==> src/common/st_defs.svh <==
`ifndef ST_DEFS_SVH
`define ST_DEFS_SVH

// audio widths
`define ST_SAMPLE_W 15    // signed sample from the ST sound mix
`define ST_AUDIO_W  16    // expanded output sample

// keyboard matrix
`define ST_KBD_ROWS 15

// register bus
`define ST_AXI_AW   8     // byte address bits decoded by the register block
`define ST_AXI_DW   32

// register byte offsets
`define ST_REG_CFG  8'h00
`define ST_REG_CTRL 8'h04
`define ST_REG_STAT 8'h08

// give the MCU 2 s at 32 MHz to mount a default disk image
`define ST_SD_WAIT  64000000

`endif

==> src/common/st_pkg.sv <==
`default_nettype none

`include "st_defs.svh"

package st_pkg;

  typedef enum logic [1:0] {
    ST   = 2'd0,
    MEGA = 2'd1,  // adds the blitter
    STE  = 2'd2
  } chipset_e;

  // source of the mouse on joystick port 0
  typedef enum logic [1:0] {
    HID       = 2'd0,
    DB9_ATARI = 2'd1,
    DB9_AMIGA = 2'd2,
    NONE      = 2'd3
  } port_mouse_e;

  typedef logic [`ST_AUDIO_W-1:0] audio_t;

  typedef struct packed {
    chipset_e    chipset;
    logic        extra_mem;     // enable extra ram
    logic        mono_video;    // mono monitor attached
    logic [1:0]  volume;
    port_mouse_e port_mouse;
    logic        tos_slot;      // secondary TOS image in flash
    logic [1:0]  floppy_wprot;  // per drive write protect
    logic        hold_reset;
    logic        cold_boot;
  } sys_cfg_t;

  typedef struct packed {
    logic                  awvalid;
    logic [`ST_AXI_AW-1:0] awaddr;
    logic                  wvalid;
    logic [`ST_AXI_DW-1:0] wdata;
    logic [3:0]            wstrb;
    logic                  bready;
    logic                  arvalid;
    logic [`ST_AXI_AW-1:0] araddr;
    logic                  rready;
  } axil_req_t;

  typedef struct packed {
    logic                  awready;
    logic                  wready;
    logic                  arready;
    logic                  bvalid;
    logic [1:0]            bresp;
    logic                  rvalid;
    logic [`ST_AXI_DW-1:0] rdata;
    logic [1:0]            rresp;
  } axil_rsp_t;

  typedef struct packed {
    logic        ras_n;
    logic        uds_n;
    logic        lds_n;
    logic        we_n;
    logic [23:1] addr;  // word address from the chipset
  } ram_req_t;

  typedef struct packed {
    logic [1:0]  rd;       // sector read request per drive
    logic [1:0]  wr;       // sector write request per drive
    logic [31:0] lba;
    logic [7:0]  wr_byte;
  } sd_req_t;

  typedef struct packed {
    logic [3:0]  rstart;   // acsi in the upper pair
    logic [3:0]  wstart;
    logic [31:0] sector;
    logic [7:0]  wr_byte;
  } sd_cmd_t;

  typedef struct packed {
    audio_t l;
    audio_t r;
  } audio_pair_t;

endpackage

`default_nettype wire

==> src/source/sys_regs.sv <==
`timescale 1ns/1ps
`default_nettype none

`include "st_defs.svh"

module sys_regs import st_pkg::*; (
  input  logic       clk_32,
  input  logic       rst_n,
  input  axil_req_t  axil_req,
  output axil_rsp_t  axil_rsp,
  input  logic [1:0] scramble,
  input  logic       sd_ready,
  input  logic       core_run,
  output sys_cfg_t   cfg
);

  localparam int CFG_W = 11;  // config bits stored in CFG

  localparam logic [1:0] RESP_OKAY = 2'b00;

  logic [CFG_W-1:0]      cfg_q;   // 1:0 chipset, 2 mem, 3 mono, 5:4 vol, 7:6 mouse, 8 tos, 10:9 wp
  logic [1:0]            ctrl_q;  // bit 1 cold boot, bit 0 hold reset
  logic                  bvalid_q;
  logic                  rvalid_q;
  logic [`ST_AXI_DW-1:0] rdata_q;
  logic [`ST_AXI_DW-1:0] stat;
  logic                  wr_hs;
  logic                  rd_hs;

  // address and data must arrive together, one write in flight
  assign wr_hs = axil_req.awvalid && axil_req.wvalid && !bvalid_q;
  assign rd_hs = axil_req.arvalid && !rvalid_q;

  assign stat = {28'd0, core_run, sd_ready, scramble};

  // register writes with byte strobes
  always_ff @(posedge clk_32 or negedge rst_n) begin
    if (!rst_n) begin
      cfg_q  <= '0;  // volume 0 keeps audio muted
      ctrl_q <= '0;
    end else if (wr_hs) begin
      case (axil_req.awaddr)
        `ST_REG_CFG: begin
          if (axil_req.wstrb[0])
            cfg_q[7:0] <= axil_req.wdata[7:0];
          if (axil_req.wstrb[1])
            cfg_q[CFG_W-1:8] <= axil_req.wdata[CFG_W-1:8];
        end
        `ST_REG_CTRL: begin
          if (axil_req.wstrb[0])
            ctrl_q <= axil_req.wdata[1:0];
        end
        default: ;  // STAT and holes ignore writes
      endcase
    end
  end

  // pending responses, held until the master takes them
  always_ff @(posedge clk_32 or negedge rst_n) begin
    if (!rst_n) begin
      bvalid_q <= 1'b0;
      rvalid_q <= 1'b0;
    end else begin
      if (wr_hs)
        bvalid_q <= 1'b1;
      else if (axil_req.bready)
        bvalid_q <= 1'b0;
      if (rd_hs)
        rvalid_q <= 1'b1;
      else if (axil_req.rready)
        rvalid_q <= 1'b0;
    end
  end

  // read data captured on the address handshake
  always_ff @(posedge clk_32) begin
    if (rd_hs) begin
      case (axil_req.araddr)
        `ST_REG_CFG:  rdata_q <= `ST_AXI_DW'(cfg_q);
        `ST_REG_CTRL: rdata_q <= `ST_AXI_DW'(ctrl_q);
        `ST_REG_STAT: rdata_q <= stat;
        default:      rdata_q <= '0;  // unmapped
      endcase
    end
  end

  always_comb begin
    axil_rsp.awready = wr_hs;  // ready only in the accept cycle
    axil_rsp.wready  = wr_hs;
    axil_rsp.arready = rd_hs;
    axil_rsp.bvalid  = bvalid_q;
    axil_rsp.bresp   = RESP_OKAY;
    axil_rsp.rvalid  = rvalid_q;
    axil_rsp.rdata   = rdata_q;
    axil_rsp.rresp   = RESP_OKAY;
  end

  // unpack the stored bits into the config bundle
  always_comb begin
    cfg.chipset      = chipset_e'(cfg_q[1:0]);
    cfg.extra_mem    = cfg_q[2];
    cfg.mono_video   = cfg_q[3];
    cfg.volume       = cfg_q[5:4];
    cfg.port_mouse   = port_mouse_e'(cfg_q[7:6]);
    cfg.tos_slot     = cfg_q[8];
    cfg.floppy_wprot = cfg_q[10:9];
    cfg.hold_reset   = ctrl_q[0];
    cfg.cold_boot    = ctrl_q[1];
  end

endmodule

`default_nettype wire

==> src/input/input_map.sv <==
`timescale 1ns/1ps
`default_nettype none

module input_map import st_pkg::*; (
  input  sys_cfg_t   cfg,
  input  logic [5:0] db9_pins,   // raw pins, low active
  input  logic [5:0] hid_mouse,  // four directions, two buttons
  input  logic [7:0] hid_joy,    // four directions, four buttons
  output logic [5:0] joy0,
  output logic [4:0] joy1,
  output logic [5:0] db9_joy
);

  logic [5:0] db9_atari;
  logic [5:0] db9_amiga;

  // the two wirings differ only in the order of direction lines
  assign db9_atari = ~{db9_pins[5], db9_pins[0], db9_pins[2],
                       db9_pins[1], db9_pins[4], db9_pins[3]};
  assign db9_amiga = ~{db9_pins[5], db9_pins[0], db9_pins[3],
                       db9_pins[1], db9_pins[4], db9_pins[2]};

  // a db9 mouse replaces the usb one
  // mice hold lines active so they cannot be ORed together
  always_comb begin
    case (cfg.port_mouse)
      HID:       joy0 = hid_mouse;
      DB9_ATARI: joy0 = db9_atari;
      DB9_AMIGA: joy0 = db9_amiga;
      default:   joy0 = 6'd0;
    endcase
  end

  // db9 port serves as joystick only while the mouse is on usb
  assign db9_joy = (cfg.port_mouse == HID) ? db9_atari : 6'd0;

  assign joy1 = hid_joy[4:0] | db9_joy[4:0];  // joysticks are simply merged

endmodule

`default_nettype wire

==> src/input/kbd_matrix.sv <==
`timescale 1ns/1ps
`default_nettype none

`include "st_defs.svh"

module kbd_matrix (
  input  logic [`ST_KBD_ROWS-1:0][7:0] rows,       // key state per row, low = pressed
  input  logic [`ST_KBD_ROWS-1:0]      row_sel_n,  // column strobes from the ikbd
  output logic [7:0]                   cols
);

  // several strobes may be low at once
  always_comb begin
    cols = 8'hff;  // nothing selected reads as no key
    for (int i = 0; i < `ST_KBD_ROWS; i++) begin
      if (!row_sel_n[i])
        cols = cols & rows[i];
    end
  end

endmodule

`default_nettype wire

==> src/memory/mem_map.sv <==
`timescale 1ns/1ps
`default_nettype none

module mem_map import st_pkg::*; (
  input  logic        clk_32,
  input  logic        rst_n,
  input  sys_cfg_t    cfg,
  input  logic [23:1] rom_addr,
  output logic [22:0] flash_addr,
  input  ram_req_t    ram_req,
  output logic [22:1] ram_addr,
  output logic        ram_cs,
  output logic [1:0]  scramble
);

  logic cold_boot_d;  // previous cold boot flag
  logic is_ste;

  assign is_ste = (cfg.chipset == STE);

  // TOS at $100000 for ST and $140000 for STE
  // tos_slot picks the secondary images above them
  assign flash_addr = {1'b0, 3'b001, cfg.tos_slot, is_ste, rom_addr[17:1]};

  // each cold boot request moves to a new scramble pattern
  always_ff @(posedge clk_32 or negedge rst_n) begin
    if (!rst_n) begin
      cold_boot_d <= 1'b0;
      scramble    <= 2'd0;
    end else begin
      cold_boot_d <= cfg.cold_boot;
      if (cfg.cold_boot && !cold_boot_d)
        scramble <= scramble + 2'd1;
    end
  end

  // old contents become garbage without a clear pass
  assign ram_addr = {ram_req.addr[22:5], ram_req.addr[4:3] ^ scramble, ram_req.addr[2:1]};

  assign ram_cs = !ram_req.ras_n && !ram_req.addr[23];  // only 8 MB fitted

endmodule

`default_nettype wire

==> src/source/audio_volume.sv <==
`timescale 1ns/1ps
`default_nettype none

`include "st_defs.svh"

module audio_volume import st_pkg::*; (
  input  logic                    clk_32,
  input  logic                    rst_n,
  input  logic [1:0]              volume,
  input  logic [`ST_SAMPLE_W-1:0] sample,  // signed
  output audio_t                  out
);

  logic signed [`ST_AUDIO_W-1:0] wide;
  audio_t                        scaled;

  assign wide = `ST_AUDIO_W'($signed(sample));  // sign extend

  // volume steps by signed division
  always_comb begin
    case (volume)
      2'd0:    scaled = '0;         // muted
      2'd1:    scaled = wide >>> 2;
      2'd2:    scaled = wide >>> 1;
      default: scaled = wide;       // full scale
    endcase
  end

  always_ff @(posedge clk_32 or negedge rst_n) begin
    if (!rst_n)
      out <= '0;
    else
      out <= scaled;
  end

endmodule

`default_nettype wire

==> src/source/boot_ctrl.sv <==
`timescale 1ns/1ps
`default_nettype none

`include "st_defs.svh"

module boot_ctrl import st_pkg::*; #(
  parameter int unsigned WAIT_CYCLES = `ST_SD_WAIT
) (
  input  logic        clk_32,
  input  logic        rst_n,
  input  sys_cfg_t    cfg,
  input  logic        reset_button,
  input  logic        ram_ready,
  input  logic        flash_ready,
  input  logic [31:0] img_size,
  output logic        sd_ready,
  output logic        core_run
);

  localparam int CNT_W = $clog2(WAIT_CYCLES + 1);

  logic [CNT_W-1:0] wait_cnt;

  // a nonzero image size means the card is up and an image is mounted
  always_ff @(posedge clk_32 or negedge rst_n) begin
    if (!rst_n) begin
      wait_cnt <= '0;
      sd_ready <= 1'b0;
    end else if (!sd_ready) begin
      if (img_size != 32'd0)
        sd_ready <= 1'b1;
      if (wait_cnt == CNT_W'(WAIT_CYCLES))
        sd_ready <= 1'b1;  // give up waiting
      else
        wait_cnt <= wait_cnt + 1'b1;
    end
  end

  // ST leaves reset only when memories and sd are usable
  assign core_run = !cfg.hold_reset && !reset_button && ram_ready && flash_ready && sd_ready;

endmodule

`default_nettype wire

==> src/source/sd_req_arb.sv <==
`timescale 1ns/1ps
`default_nettype none

module sd_req_arb import st_pkg::*; (
  input  logic    clk_32,
  input  logic    rst_n,
  input  sd_req_t fdc,
  input  sd_req_t acsi,
  output sd_cmd_t cmd
);

  logic acsi_own;  // acsi was the last requester
  logic acsi_any;
  logic fdc_any;
  logic sel_acsi;

  assign acsi_any = (|acsi.rd) || (|acsi.wr);
  assign fdc_any  = (|fdc.rd) || (|fdc.wr);

  // ownership sticks after the request drops
  // data bytes flow long after the start pulse
  always_ff @(posedge clk_32 or negedge rst_n) begin
    if (!rst_n) begin
      acsi_own <= 1'b0;
    end else begin
      if (acsi_any)
        acsi_own <= 1'b1;
      if (fdc_any)
        acsi_own <= 1'b0;  // floppy wins a tie
    end
  end

  assign sel_acsi = acsi_any || acsi_own;

  always_comb begin
    cmd.rstart  = {acsi.rd, fdc.rd};
    cmd.wstart  = {acsi.wr, fdc.wr};
    cmd.sector  = sel_acsi ? acsi.lba : fdc.lba;
    cmd.wr_byte = sel_acsi ? acsi.wr_byte : fdc.wr_byte;
  end

endmodule

`default_nettype wire

==> src/source/st_glue_top.sv <==
`timescale 1ns/1ps
`default_nettype none

`include "st_defs.svh"

module st_glue_top import st_pkg::*; #(
  parameter int unsigned WAIT_CYCLES = `ST_SD_WAIT
) (
  input  logic                           clk_32,
  input  logic                           rst_n,
  input  axil_req_t                      axil_req,      // register bus from the MCU
  output axil_rsp_t                      axil_rsp,
  input  logic                           reset_button,
  input  logic                           ram_ready,
  input  logic                           flash_ready,
  input  logic [31:0]                    img_size,
  input  logic [5:0]                     db9_pins,
  input  logic [5:0]                     hid_mouse,
  input  logic [7:0]                     hid_joy,
  output logic [5:0]                     joy0,
  output logic [4:0]                     joy1,
  output logic [5:0]                     db9_joy,
  input  logic [`ST_KBD_ROWS-1:0][7:0]   kbd_rows,
  input  logic [`ST_KBD_ROWS-1:0]        kbd_row_sel_n,
  output logic [7:0]                     kbd_cols,
  input  logic [23:1]                    rom_addr,
  output logic [22:0]                    flash_addr,
  input  ram_req_t                       ram_req,
  output logic [22:1]                    ram_addr,
  output logic                           ram_cs,
  input  logic [`ST_SAMPLE_W-1:0]        audio_l_in,
  input  logic [`ST_SAMPLE_W-1:0]        audio_r_in,
  output audio_pair_t                    audio_out,
  input  sd_req_t                        fdc_req,
  input  sd_req_t                        acsi_req,
  output sd_cmd_t                        sd_cmd,
  output logic                           core_run
);

  sys_cfg_t   cfg;
  logic [1:0] scramble;
  logic       sd_ready;
  audio_t     audio_l;
  audio_t     audio_r;

  sys_regs u_sys_regs (
    .clk_32   (clk_32),
    .rst_n    (rst_n),
    .axil_req (axil_req),
    .axil_rsp (axil_rsp),
    .scramble (scramble),
    .sd_ready (sd_ready),
    .core_run (core_run),  // reported back in STAT
    .cfg      (cfg)
  );

  input_map u_input_map (
    .cfg       (cfg),
    .db9_pins  (db9_pins),
    .hid_mouse (hid_mouse),
    .hid_joy   (hid_joy),
    .joy0      (joy0),
    .joy1      (joy1),
    .db9_joy   (db9_joy)
  );

  kbd_matrix u_kbd_matrix (
    .rows      (kbd_rows),
    .row_sel_n (kbd_row_sel_n),
    .cols      (kbd_cols)
  );

  mem_map u_mem_map (
    .clk_32     (clk_32),
    .rst_n      (rst_n),
    .cfg        (cfg),
    .rom_addr   (rom_addr),
    .flash_addr (flash_addr),
    .ram_req    (ram_req),
    .ram_addr   (ram_addr),
    .ram_cs     (ram_cs),
    .scramble   (scramble)
  );

  // one scaler per channel
  audio_volume u_audio_l (
    .clk_32 (clk_32),
    .rst_n  (rst_n),
    .volume (cfg.volume),
    .sample (audio_l_in),
    .out    (audio_l)
  );

  audio_volume u_audio_r (
    .clk_32 (clk_32),
    .rst_n  (rst_n),
    .volume (cfg.volume),
    .sample (audio_r_in),
    .out    (audio_r)
  );

  assign audio_out = '{l: audio_l, r: audio_r};

  boot_ctrl #(
    .WAIT_CYCLES (WAIT_CYCLES)
  ) u_boot_ctrl (
    .clk_32       (clk_32),
    .rst_n        (rst_n),
    .cfg          (cfg),
    .reset_button (reset_button),
    .ram_ready    (ram_ready),
    .flash_ready  (flash_ready),
    .img_size     (img_size),
    .sd_ready     (sd_ready),
    .core_run     (core_run)
  );

  sd_req_arb u_sd_req_arb (
    .clk_32 (clk_32),
    .rst_n  (rst_n),
    .fdc    (fdc_req),
    .acsi   (acsi_req),
    .cmd    (sd_cmd)
  );

endmodule

`default_nettype wire

==> config.mk <==
export PLATFORM = sky130hd
export DESIGN_NAME = st_glue_top
export DESIGN_NICKNAME = d
export VERILOG_FILES = /design/src/common/st_pkg.sv /design/src/source/sys_regs.sv /design/src/input/input_map.sv /design/src/input/kbd_matrix.sv /design/src/memory/mem_map.sv /design/src/source/audio_volume.sv /design/src/source/boot_ctrl.sv /design/src/source/sd_req_arb.sv /design/src/source/st_glue_top.sv
export VERILOG_INCLUDE_DIRS = /design/src /design/src/common
export SDC_FILE = /design/constraint.sdc
export NUM_CORES = 1
export LEC_CHECK = 0
export ABC_AREA = 0
export BUFFER_PORTS_ARGS = -buffer_cell sky130_fd_sc_hd__clkbuf_2
export CORE_AREA = 2 2 236 238
export CTS_BUF_LIST = sky130_fd_sc_hd__clkbuf_16
export DETAILED_ROUTE_END_ITERATION = 6
export DIE_AREA = 0 0 238 240
export GPL_TIMING_DRIVEN = 0
export PLACE_DENSITY_LB_ADDON = 0.08
export RECOVER_POWER = 25
export REMOVE_ABC_BUFFERS = 1
export SYNTH_ARGS = -nofsm -noshare
export SYNTH_HDL_FRONTEND = slang
export SYNTH_SLANG_ARGS = --single-unit
==> constraint.sdc <==
create_clock -name clk_32 -period 2.9 [get_ports clk_32]
set_input_delay 0.29 -clock clk_32 [delete_from_list [all_inputs] [get_ports clk_32]]
set_output_delay 0.29 -clock clk_32 [all_outputs]
set_load 0.005 [all_outputs]
==> flow_summary.toml, run 1 <==
[synthesis]
synth.distinct_cells = 41
syn_avg_cell_area_sq_um = 9.43
synth_area_leaders = "dfrtp_1, mux2_2, buf_4, o22ai_1, edfxtp_1"
syn-cell-area_sq_um = 5900
yosysTopAreaCell = "dfrtp_1"
seq_area_frac_synth_pct = 37.8
ys_warn_count = 0
syn_inst = 626
synth_top_cell_area_share_pct = 32.2
ys_seq_elements = 87

[sta]
finalMaxSlewViolations = 0
setup-violations-final = 0
hold_viol_final = 0
hold_ws_ps = 112
fin_setup_tns_ps = 0
rsz0062_at_grt = "no"
worstMarginPinSlew_ps = 777
slew_headroom_pct = 47.8
fmax_mhz = 396
fin_crit_sh_pct = 87.1
fin_skew_ps = 5.46
layout_min_cycle_time_ps = 2530

[die]
dieArea_sq_um = 57100
die_h_microns = 240
dieWidth_microns = 238
core_sq_um = 54700
rows = 86
ios = 610
initial_core_util_pct = 10.8

[routing]
drtIter0Drc = 190
wl_per_cell_microns = 16.1
viasPerCell = 3.55
wirelength_microns = 27900
ant_nets = 0
post-route-drc-count = 0
drt-pass1-iter-count = 4
num_vias = 6150

[cts]
clock-sinks = 87
tritoncts = "yes"
ctsResizeCount = 0
clk_latency_ps = 360
cts_root_buffer = "clkbuf_16"
numCtsBuffers = 9
cts.path.max_buffers = 2
cts.clk_slew.worst_paths_ps = 70
cts_htree_levels = 3
cts_setup_buffers = 0

[setup_path]
crit_fanout = 33
crit_buf_inv = 2
crit_family = "simple AND/OR/NAND/NOR gates"
path_class = "reg -> out"
start_kind = "flop"
cp_slowest_cell = "or4_1"
cp.arrival_ps = 2240
cp.depth = 5
end_kind = "output port"
crit_chain = "or4_1 > nor2_4 > buf_12 > mux2_2 > clkbuf_2"
worstPathRequired_ps = 2610
ff2ff_setup_slack_ps = 700
rr_worst_depth = 4
slowest_delay_ps = 450

[place]
gp_congestion = 0.746
place_area_sq_um = 8570
io_buffers = 471
hpwlAfterDp_microns = 23100

[final_layout]
final_core_util_pct = 16.3
diodes = 0
final_common_cell = "clkbuf_2"
fin_nets = 1441
area_growth_pct = 51.1
stdcell_area_sq_um = 8920
layout-drive-gt1-share_pct = 54.5
final_cell_mix = "clkbuf_2, dfrtp_1, mux2_2, o22ai_1, nand2_1"

[grt]
grt_overflow = 0
antenna_found_initial = 0
grtUsageTotal_pct = 9.08
grt_start_max_net_pins = 51
first_global_vias = 6061
grt_pass1_wl_microns = 38200

[pwr]
power.density_nw_per_um2 = 365
total_power_mw = 3.26
ir_drop_mv = 0.281
leakage_nw = 4.47

[run_status]
status = "finished, final reports clean"

[job]
drv_cap = 0

[hold_path]
hold_class = "in -> reg"
hold_depth = 2
[final timing paths]
check                                   startpoint                 endpoint
setup / recovery             u_sd_req_arb.acsi_own               sd_cmd[30]
hold / removal                         axil_req[0]      u_sys_regs.rvalid_q
setup reg to reg           u_boot_ctrl.wait_cnt[3]  u_boot_ctrl.wait_cnt[1]
hold reg to reg               u_sys_regs.ctrl_q[1]    u_mem_map.cold_boot_d
max in group asynchronous                    rst_n        u_audio_r.out[14]
min in group asynchronous                    rst_n         u_audio_l.out[3]
[timing repair]
item / CTS / global route
hold endpoints to repair: 31 / 0
hold buffers: 1 / 0
setup endpoints to repair: 0 / 0
[state kept, by name, summed over array words and instances (netlist names), 2 cells and up]
signal	count
u_audio_l.out	15
u_audio_r.out	15
u_boot_ctrl.wait_cnt	26
u_mem_map.scramble	2
u_sys_regs.cfg_q	11
u_sys_regs.ctrl_q	2
u_sys_regs.rdata_q	11
[cells in the mapped netlist (all sizes together)]
master	n
nand3b	3
nor2b	6
nand4b	2
or4	13
o22a	8
and4	2
and2	7
mux2i	18
buf	93
nand2b	10
o22ai	54
nor2	30
inv	15
and3	4
nor3	8
nand2	41
o21ai	23
nor4bb	1
clkbuf	25
ha	2
or2	7
or3	1
dfrtp	76
mux2	64
a31oi	6
nand3	7
nand4	8
a21oi	25
edfxtp	11
a41o	1
xnor2	11
xor2	18
nor4	24
conb	2
[per-stage QoR]
| step | instances | setup WS (ps) |
|---|---|---|
| 6_report | 1731 | 374 |
| 5_1_grt | 1731 | 293 |
| 3_3_place_gp | 1710 | -1720 |
| 3_5_place_dp | 1714 | 524 |
| 4_1_cts | 1731 | 334 |
| 2_1_floorplan | 535 | -372 |
[power breakdown]
group / switching, mW / leakage (nW) / internal (mW)
Sequential: 0.0172 / 1.16 / 1.26
Clock: 0.531 / 0.171 / 0.838
Combinational: 0.287 / 3.14 / 0.326
[cells by family after synthesis]
| family | count (synthesis) | share of synthesized area, % |
|---|---|---|
| fa+ha+maj | 2 | 0.424 |
| simple gates | 174 | 16.3 |
| other cells | 2 | 0.127 |
| flops | 87 | 37.8 |
| xor+xnor | 29 | 4.30 |
| mux | 82 | 15.3 |
| compound gates | 117 | 11.8 |
| buf+inv | 133 | 13.9 |
[worst reg2reg max path, cell delays in order (launching register included)]
cell and delay (ps):
dfrtp_1 430, or4_1 560, nor4_1 300, a41o_2 430, mux2_2 370
[cell type report]
cell class	count	area (sq um)
inverters	15	56.3
fillers	6226	45700
repair buffers	476	2450
clock buffers	9	225
multi-input cells	433	2960
clock inverters	7	113
well taps	704	881
flip-flops and latches	87	2230
[metal layers]
metal,vias to the layer above,global-route usage [%],wire (microns)
li1,2944,-,-
met4,2,2.37,476
met1,2794,9.77,10400
met2,386,16.1,13900
met3,24,4.13,3100
met5,-,0.260,16
Power figures use the tool's default switching activity.
==> inputs of run 2 (changes only) <==
CORE_AREA = 2 2 239 241   (was 2 2 236 238)
DIE_AREA = 0 0 241 243   (was 0 0 238 240)
==> flow_summary.toml, run 2 (synthesis results as in run 1) <==
[routing]
viasPerCell = 3.40
wirelength_microns = 28600
drt-pass1-iter-count = 4
drtIter0Drc = 203
ant_nets = 0
post-route-drc-count = 0
num_vias = 6057
wl_per_cell_microns = 16.1

[pwr]
leakage_nw = 4.44
ir_drop_mv = 0.193
power.density_nw_per_um2 = 343

[sta]
slew_headroom_pct = 18.0
fmax_mhz = 386
fin_crit_sh_pct = 89.3
layout_min_cycle_time_ps = 2590
rsz0062_at_grt = "no"
finalMaxSlewViolations = 0
layout_setup_ws_ps = 309
hold_viol_final = 0
setup-violations-final = 0
fin_skew_ps = 13.0
fin_setup_tns_ps = 0
worstMarginPinSlew_ps = 1230

[cts]
cts_htree_levels = 3
ctsResizeCount = 0
cts.path.max_buffers = 2
numCtsBuffers = 9
postCtsHoldBufs = 0
clk_latency_ps = 360
clock-sinks = 87
cts_setup_buffers = 0
cts.clk_slew.worst_paths_ps = 70
tritoncts = "yes"
cts_root_buffer = "clkbuf_16"

[hold_path]
hold_class = "in -> reg"

[die]
dieArea_sq_um = 58600
core_sq_um = 56000
dieWidth_microns = 241
ios = 610
die_h_microns = 243
initial_core_util_pct = 10.5
rows = 87

[job]
drv_cap = 0

[grt]
use_met1_pct = 10.5
grt_start_max_net_pins = 44
antenna_found_initial = 2
met3_usage_pct = 3.67
grtUsageTotal_pct = 9.42
busiest_layer = "met2"
grt_pass1_wl_microns = 40400
grt_overflow = 0
first_global_vias = 6219
gr-usage-met2_pct = 16.2

[place]
hpwlAfterDp_microns = 23900
pre_cts_ws_ps = 297
io_buffers = 471
gp_congestion = 0.773

[final_layout]
largest-register = "u_boot_ctrl.wait_cnt"
layout-drive-gt1-share_pct = 54.9
largest_reg_flops = 26
largestRegisters = "u_boot_ctrl.wait_cnt: 26 flops, u_audio_l.out: 15 flops, u_audio_r.out: 15 flops"
area_growth_pct = 50.6
final_cell_mix = "clkbuf_2, dfrtp_1, mux2_2, o22ai_1, nand2_1"
diodes = 0
fin_nets = 1440
final_common_cell = "clkbuf_2"
final_core_util_pct = 15.9

[setup_path]
path_class = "reg -> out"
cp.arrival_ps = 2300
start_kind = "flop"
worstPathRequired_ps = 2610
end_kind = "output port"
crit_fanout = 29

[run_status]
status = "finished, final reports clean"
run 2: final timing paths:
kind	start	endpoint	slack, ps	cells after the start
max	u_sd_req_arb.acsi_own	sd_cmd[4]	310	5
min	axil_req[0]	u_sys_regs.rvalid_q	90	2
max reg2reg	u_sys_regs.bvalid_q	u_sys_regs.cfg_q[0]	420	5
min reg2reg	u_boot_ctrl.wait_cnt[25]	u_boot_ctrl.wait_cnt[25]	470	1
max in group asynchronous	rst_n	u_boot_ctrl.wait_cnt[10]	1090	2
min in group asynchronous	rst_n	u_audio_l.out[5]	160	1
run 2: worst max-delay path, cell delays in order (launching register included):
cell and delay [ps]:
dfrtp_1 370, or4_1 450, nor2_4 350, buf_12 260, mux2_2 380, clkbuf_2 120
run 2: where the power goes:
| part | switching (mW) | internal (mW) | total, mW |
|---|---|---|---|
| Clock | 0.545 | 0.622 | 1.17 |
| Combinational | 0.278 | 0.322 | 0.600 |
| Sequential | 0.0184 | 1.26 | 1.28 |
| Total | 0.841 | 2.20 | 3.05 |
run 2: cell type report:
class / instances / area, sq um
tap: 756 / 946
fill: 6492 / 47100
inverter: 15 / 56.3
clock inverter: 5 / 26.3
multi-input combinational: 433 / 2960
sequential: 87 / 2230
timing repair buffer: 475 / 2420
clock buffer: 10 / 250
run 2: through the flow:
step / instances / instance area [sq um] / hold WS [ps] / power, mW
final: 1781 / 8890 / 93.6 / 3.05
after global routing: 1781 / 8890 / 79.8 / 3.25
after CTS: 1781 / 8920 / 9.76 / 3.16
after detailed placement: 1766 / 8640 / 426 / 1.92
after global placement: 1762 / 8540 / 454 / 1.92
after floorplan: 535 / 5240 / -5.59 / 1.48
run 2: per-layer routing:
layer | vias up | share of wire (%)
li1 | 2943 | -
met1 | 2775 | 39
met2 | 299 | 50
met3 | 34 | 8.7
met4 | 6 | 1.7
met5 | - | 0.17
==> inputs of run 3 (changes only) <==
CORE_AREA = 2 2 238 240   (was 2 2 239 241)
DIE_AREA = 0 0 240 242   (was 0 0 241 243)
SYNTH_HIERARCHICAL = 1   (was not set)
==> flow_summary.toml, run 3 <==
[run_status]
status = "finished, final reports clean"

[cts]
cts.path.max_buffers = 2
cts_htree_levels = 3
cts_setup_buffers = 0
clock-sinks = 87
numCtsBuffers = 9
tritoncts = "yes"
cts_root_buffer = "clkbuf_16"
cts.clk_slew.worst_paths_ps = 70
clk_latency_ps = 360

[setup_path]
end_kind = "output port"
slowest_delay_ps = 710
ff2ff_setup_slack_ps = 760
worstPathRequired_ps = 2610
path_class = "reg -> out"
start_kind = "flop"
crit_fanout = 20
cp.arrival_ps = 2510
rr_worst_depth = 2
crit_chain = "or4_4 > nor2_4 > mux2_4 > clkbuf_2"
worstReg2RegEnd = "u_audio_r/out[9]"
cp_slowest_cell = "nor2_4"
crit_family = "simple AND/OR/NAND/NOR gates"
crit_buf_inv = 1
r2r_start = "u_sys_regs/cfg_q[5]"

[synthesis]
syn-cell-area_sq_um = 6360
ys_warn_count = 6
ys_seq_elements = 87
syn_avg_cell_area_sq_um = 10.4
seq_area_frac_synth_pct = 35.1
synth_top_cell_area_share_pct = 29.9
synth_common_cells = "buf_4, dfrtp_1, o22ai_1, mux2_4, mux2i_1"
synth-async-reset-ratio_pct = 87.4
synth.most_common_cell = "buf_4"
yosysTopAreaCell = "dfrtp_1"
synth_edf_count = 11
synth_flop_cell = "dfrtp_1"
synth.distinct_cells = 59
synth_area_leaders = "dfrtp_1, buf_4, mux2_4, edfxtp_1, mux2i_1"
syn_inst = 613

[pwr]
leakage_nw = 4.42
power.density_nw_per_um2 = 337
total_power_mw = 3.09
ir_drop_mv = 0.248

[hold_path]
hold_class = "in -> reg"
hold_depth = 2
hold_end = "u_sys_regs/rvalid_q"
hold_start = "axil_req[0]"

[sta]
finalMaxSlewViolations = 0
fin_crit_sh_pct = 96.5
fin_setup_tns_ps = 0
hold_viol_final = 0
fin_skew_ps = 15.7
slew_headroom_pct = 8.87
rsz0062_at_grt = "no"
setup-violations-final = 0
fmax_mhz = 357
layout_min_cycle_time_ps = 2800
hold_ws_ps = 93.9
worstMarginPinSlew_ps = 1370

[routing]
drt-pass1-iter-count = 4
post-route-drc-count = 0
wirelength_microns = 31800
drtIter0Drc = 189
num_vias = 6173
viasPerCell = 3.49
ant_nets = 0
wl_per_cell_microns = 18.0

[final_layout]
area_growth_pct = 44.0
fillers = 6419
largest_reg_flops = 26
final_common_cell = "clkbuf_2"
final_cell_mix = "clkbuf_2, dfrtp_1, o22ai_1, mux2_4, mux2i_1"
largestRegisters = "u_boot_ctrl/wait_cnt: 26 flops, u_audio_l/out: 15 flops, u_audio_r/out: 15 flops"
fin_nets = 1427
largest-register = "u_boot_ctrl/wait_cnt"
layout-drive-gt1-share_pct = 56.0
diodes = 0

[die]
die_h_microns = 242
initial_core_util_pct = 11.4
rows = 87
dieArea_sq_um = 58100
ios = 610
dieWidth_microns = 240
core_sq_um = 55700

[grt]
grtUsageTotal_pct = 10.4
first_global_vias = 6163
antenna_found_initial = 3
grt_pass1_wl_microns = 43400
grt_start_max_net_pins = 59
grt_overflow = 0

[job]
drv_cap = 0

[place]
gp_congestion = 0.813
hpwlAfterDp_microns = 26200
io_buffers = 471
## run 3: cell types whose count changed in the layout (fill, tap and decap cells not counted), moves of 6 or more
cell / previous run / this run
a31oi_1: 6 / 0
inv_1: 17 / 10
mux2_2: 60 / 14
mux2_4: 0 / 39
mux2i_1: 18 / 32
nand2_1: 41 / 15
nand2b_1: 10 / 3
nand3b_1: 2 / 18
o21ai_0: 23 / 29
or2_2: 7 / 0
xnor2_1: 11 / 18
xor2_1: 18 / 11
## run 3: area by class of cell
class	count	area [sq um]	area share [%]
Clock buffer	9	225	2.46
Sequential cell	87	2240	24.4
Clock inverter	7	48.8	0.533
Tap cell	756	946	10.3
Timing Repair Buffer	472	2380	25.9
Multi-Input combinational cell	429	3300	36.0
Inverter	9	33.8	0.369
## run 3: what timing repair did
| item | in CTS | in global routing |
|---|---|---|
| hold endpoints to repair | 0 | 0 |
| endpoints found under the setup margin | 1 | 0 |
| gates resized for setup | 0 | 0 |
| hold buffers | 0 | 0 |
## run 3: report_power, final
part / switching [mW] / total (mW) / internal (mW) / leakage, nW
registers: 0.0251 / 1.29 / 1.26 / 1.15
logic: 0.300 / 0.651 / 0.352 / 3.14
clock network: 0.571 / 1.15 / 0.583 / 0.131
## run 3: kinds of logic after synthesis
| group | Yosys count | synth area share (%) |
|---|---|---|
| adder cells (fa/ha/maj) | 2 | 0.393 |
| multiplexers | 85 | 16.7 |
| AND/OR/NAND/NOR | 152 | 16.0 |
| buffers and inverters | 124 | 14.9 |
| other | 3 | 0.177 |
| AO/OA/AOI/OAI | 131 | 12.8 |
| XOR/XNOR | 29 | 3.99 |
| flip-flops | 87 | 35.1 |
## run 3: per-layer routing
| layer | global-route usage [%] | routed length (microns) | up-vias |
|---|---|---|---|
| met5 | 1.01 | 116 | - |
| met4 | 1.92 | 257 | 6 |
| met3 | 4.12 | 3040 | 22 |
| met2 | 17.2 | 15100 | 303 |
| met1 | 12.7 | 13300 | 2926 |
| li1 | - | - | 2916 |
## run 3: through the flow
step                      utilization [%]  std cells  worst slack (ps)  area, sq um
after CTS                            16.4       1769              25.8         9160
final                                16.4       1769               101         9160
after global placement               15.9       1751              -386         8850
after global routing                 16.4       1769              1.08         9160
after floorplan                         -        524               708         5550
after detailed placement             15.9       1752               344         8880
## run 3: how the worst max path moves through the flow
stage | startpoint | endpoint | slack [ps] | cells after the start
after floorplan | u_sd_req_arb/acsi_own | sd_cmd[7] | 710 | 3
after global placement | u_sys_regs/cfg_q[4] | u_audio_r/out[9] | -390 | 2
after detailed placement | acsi_req[42] | sd_cmd[7] | 340 | 5
after CTS | u_sd_req_arb/acsi_own | sd_cmd[23] | 30 | 4
after global routing | u_sd_req_arb/acsi_own | sd_cmd[15] | 1 | 4
final | u_sd_req_arb/acsi_own | sd_cmd[16] | 100 | 4
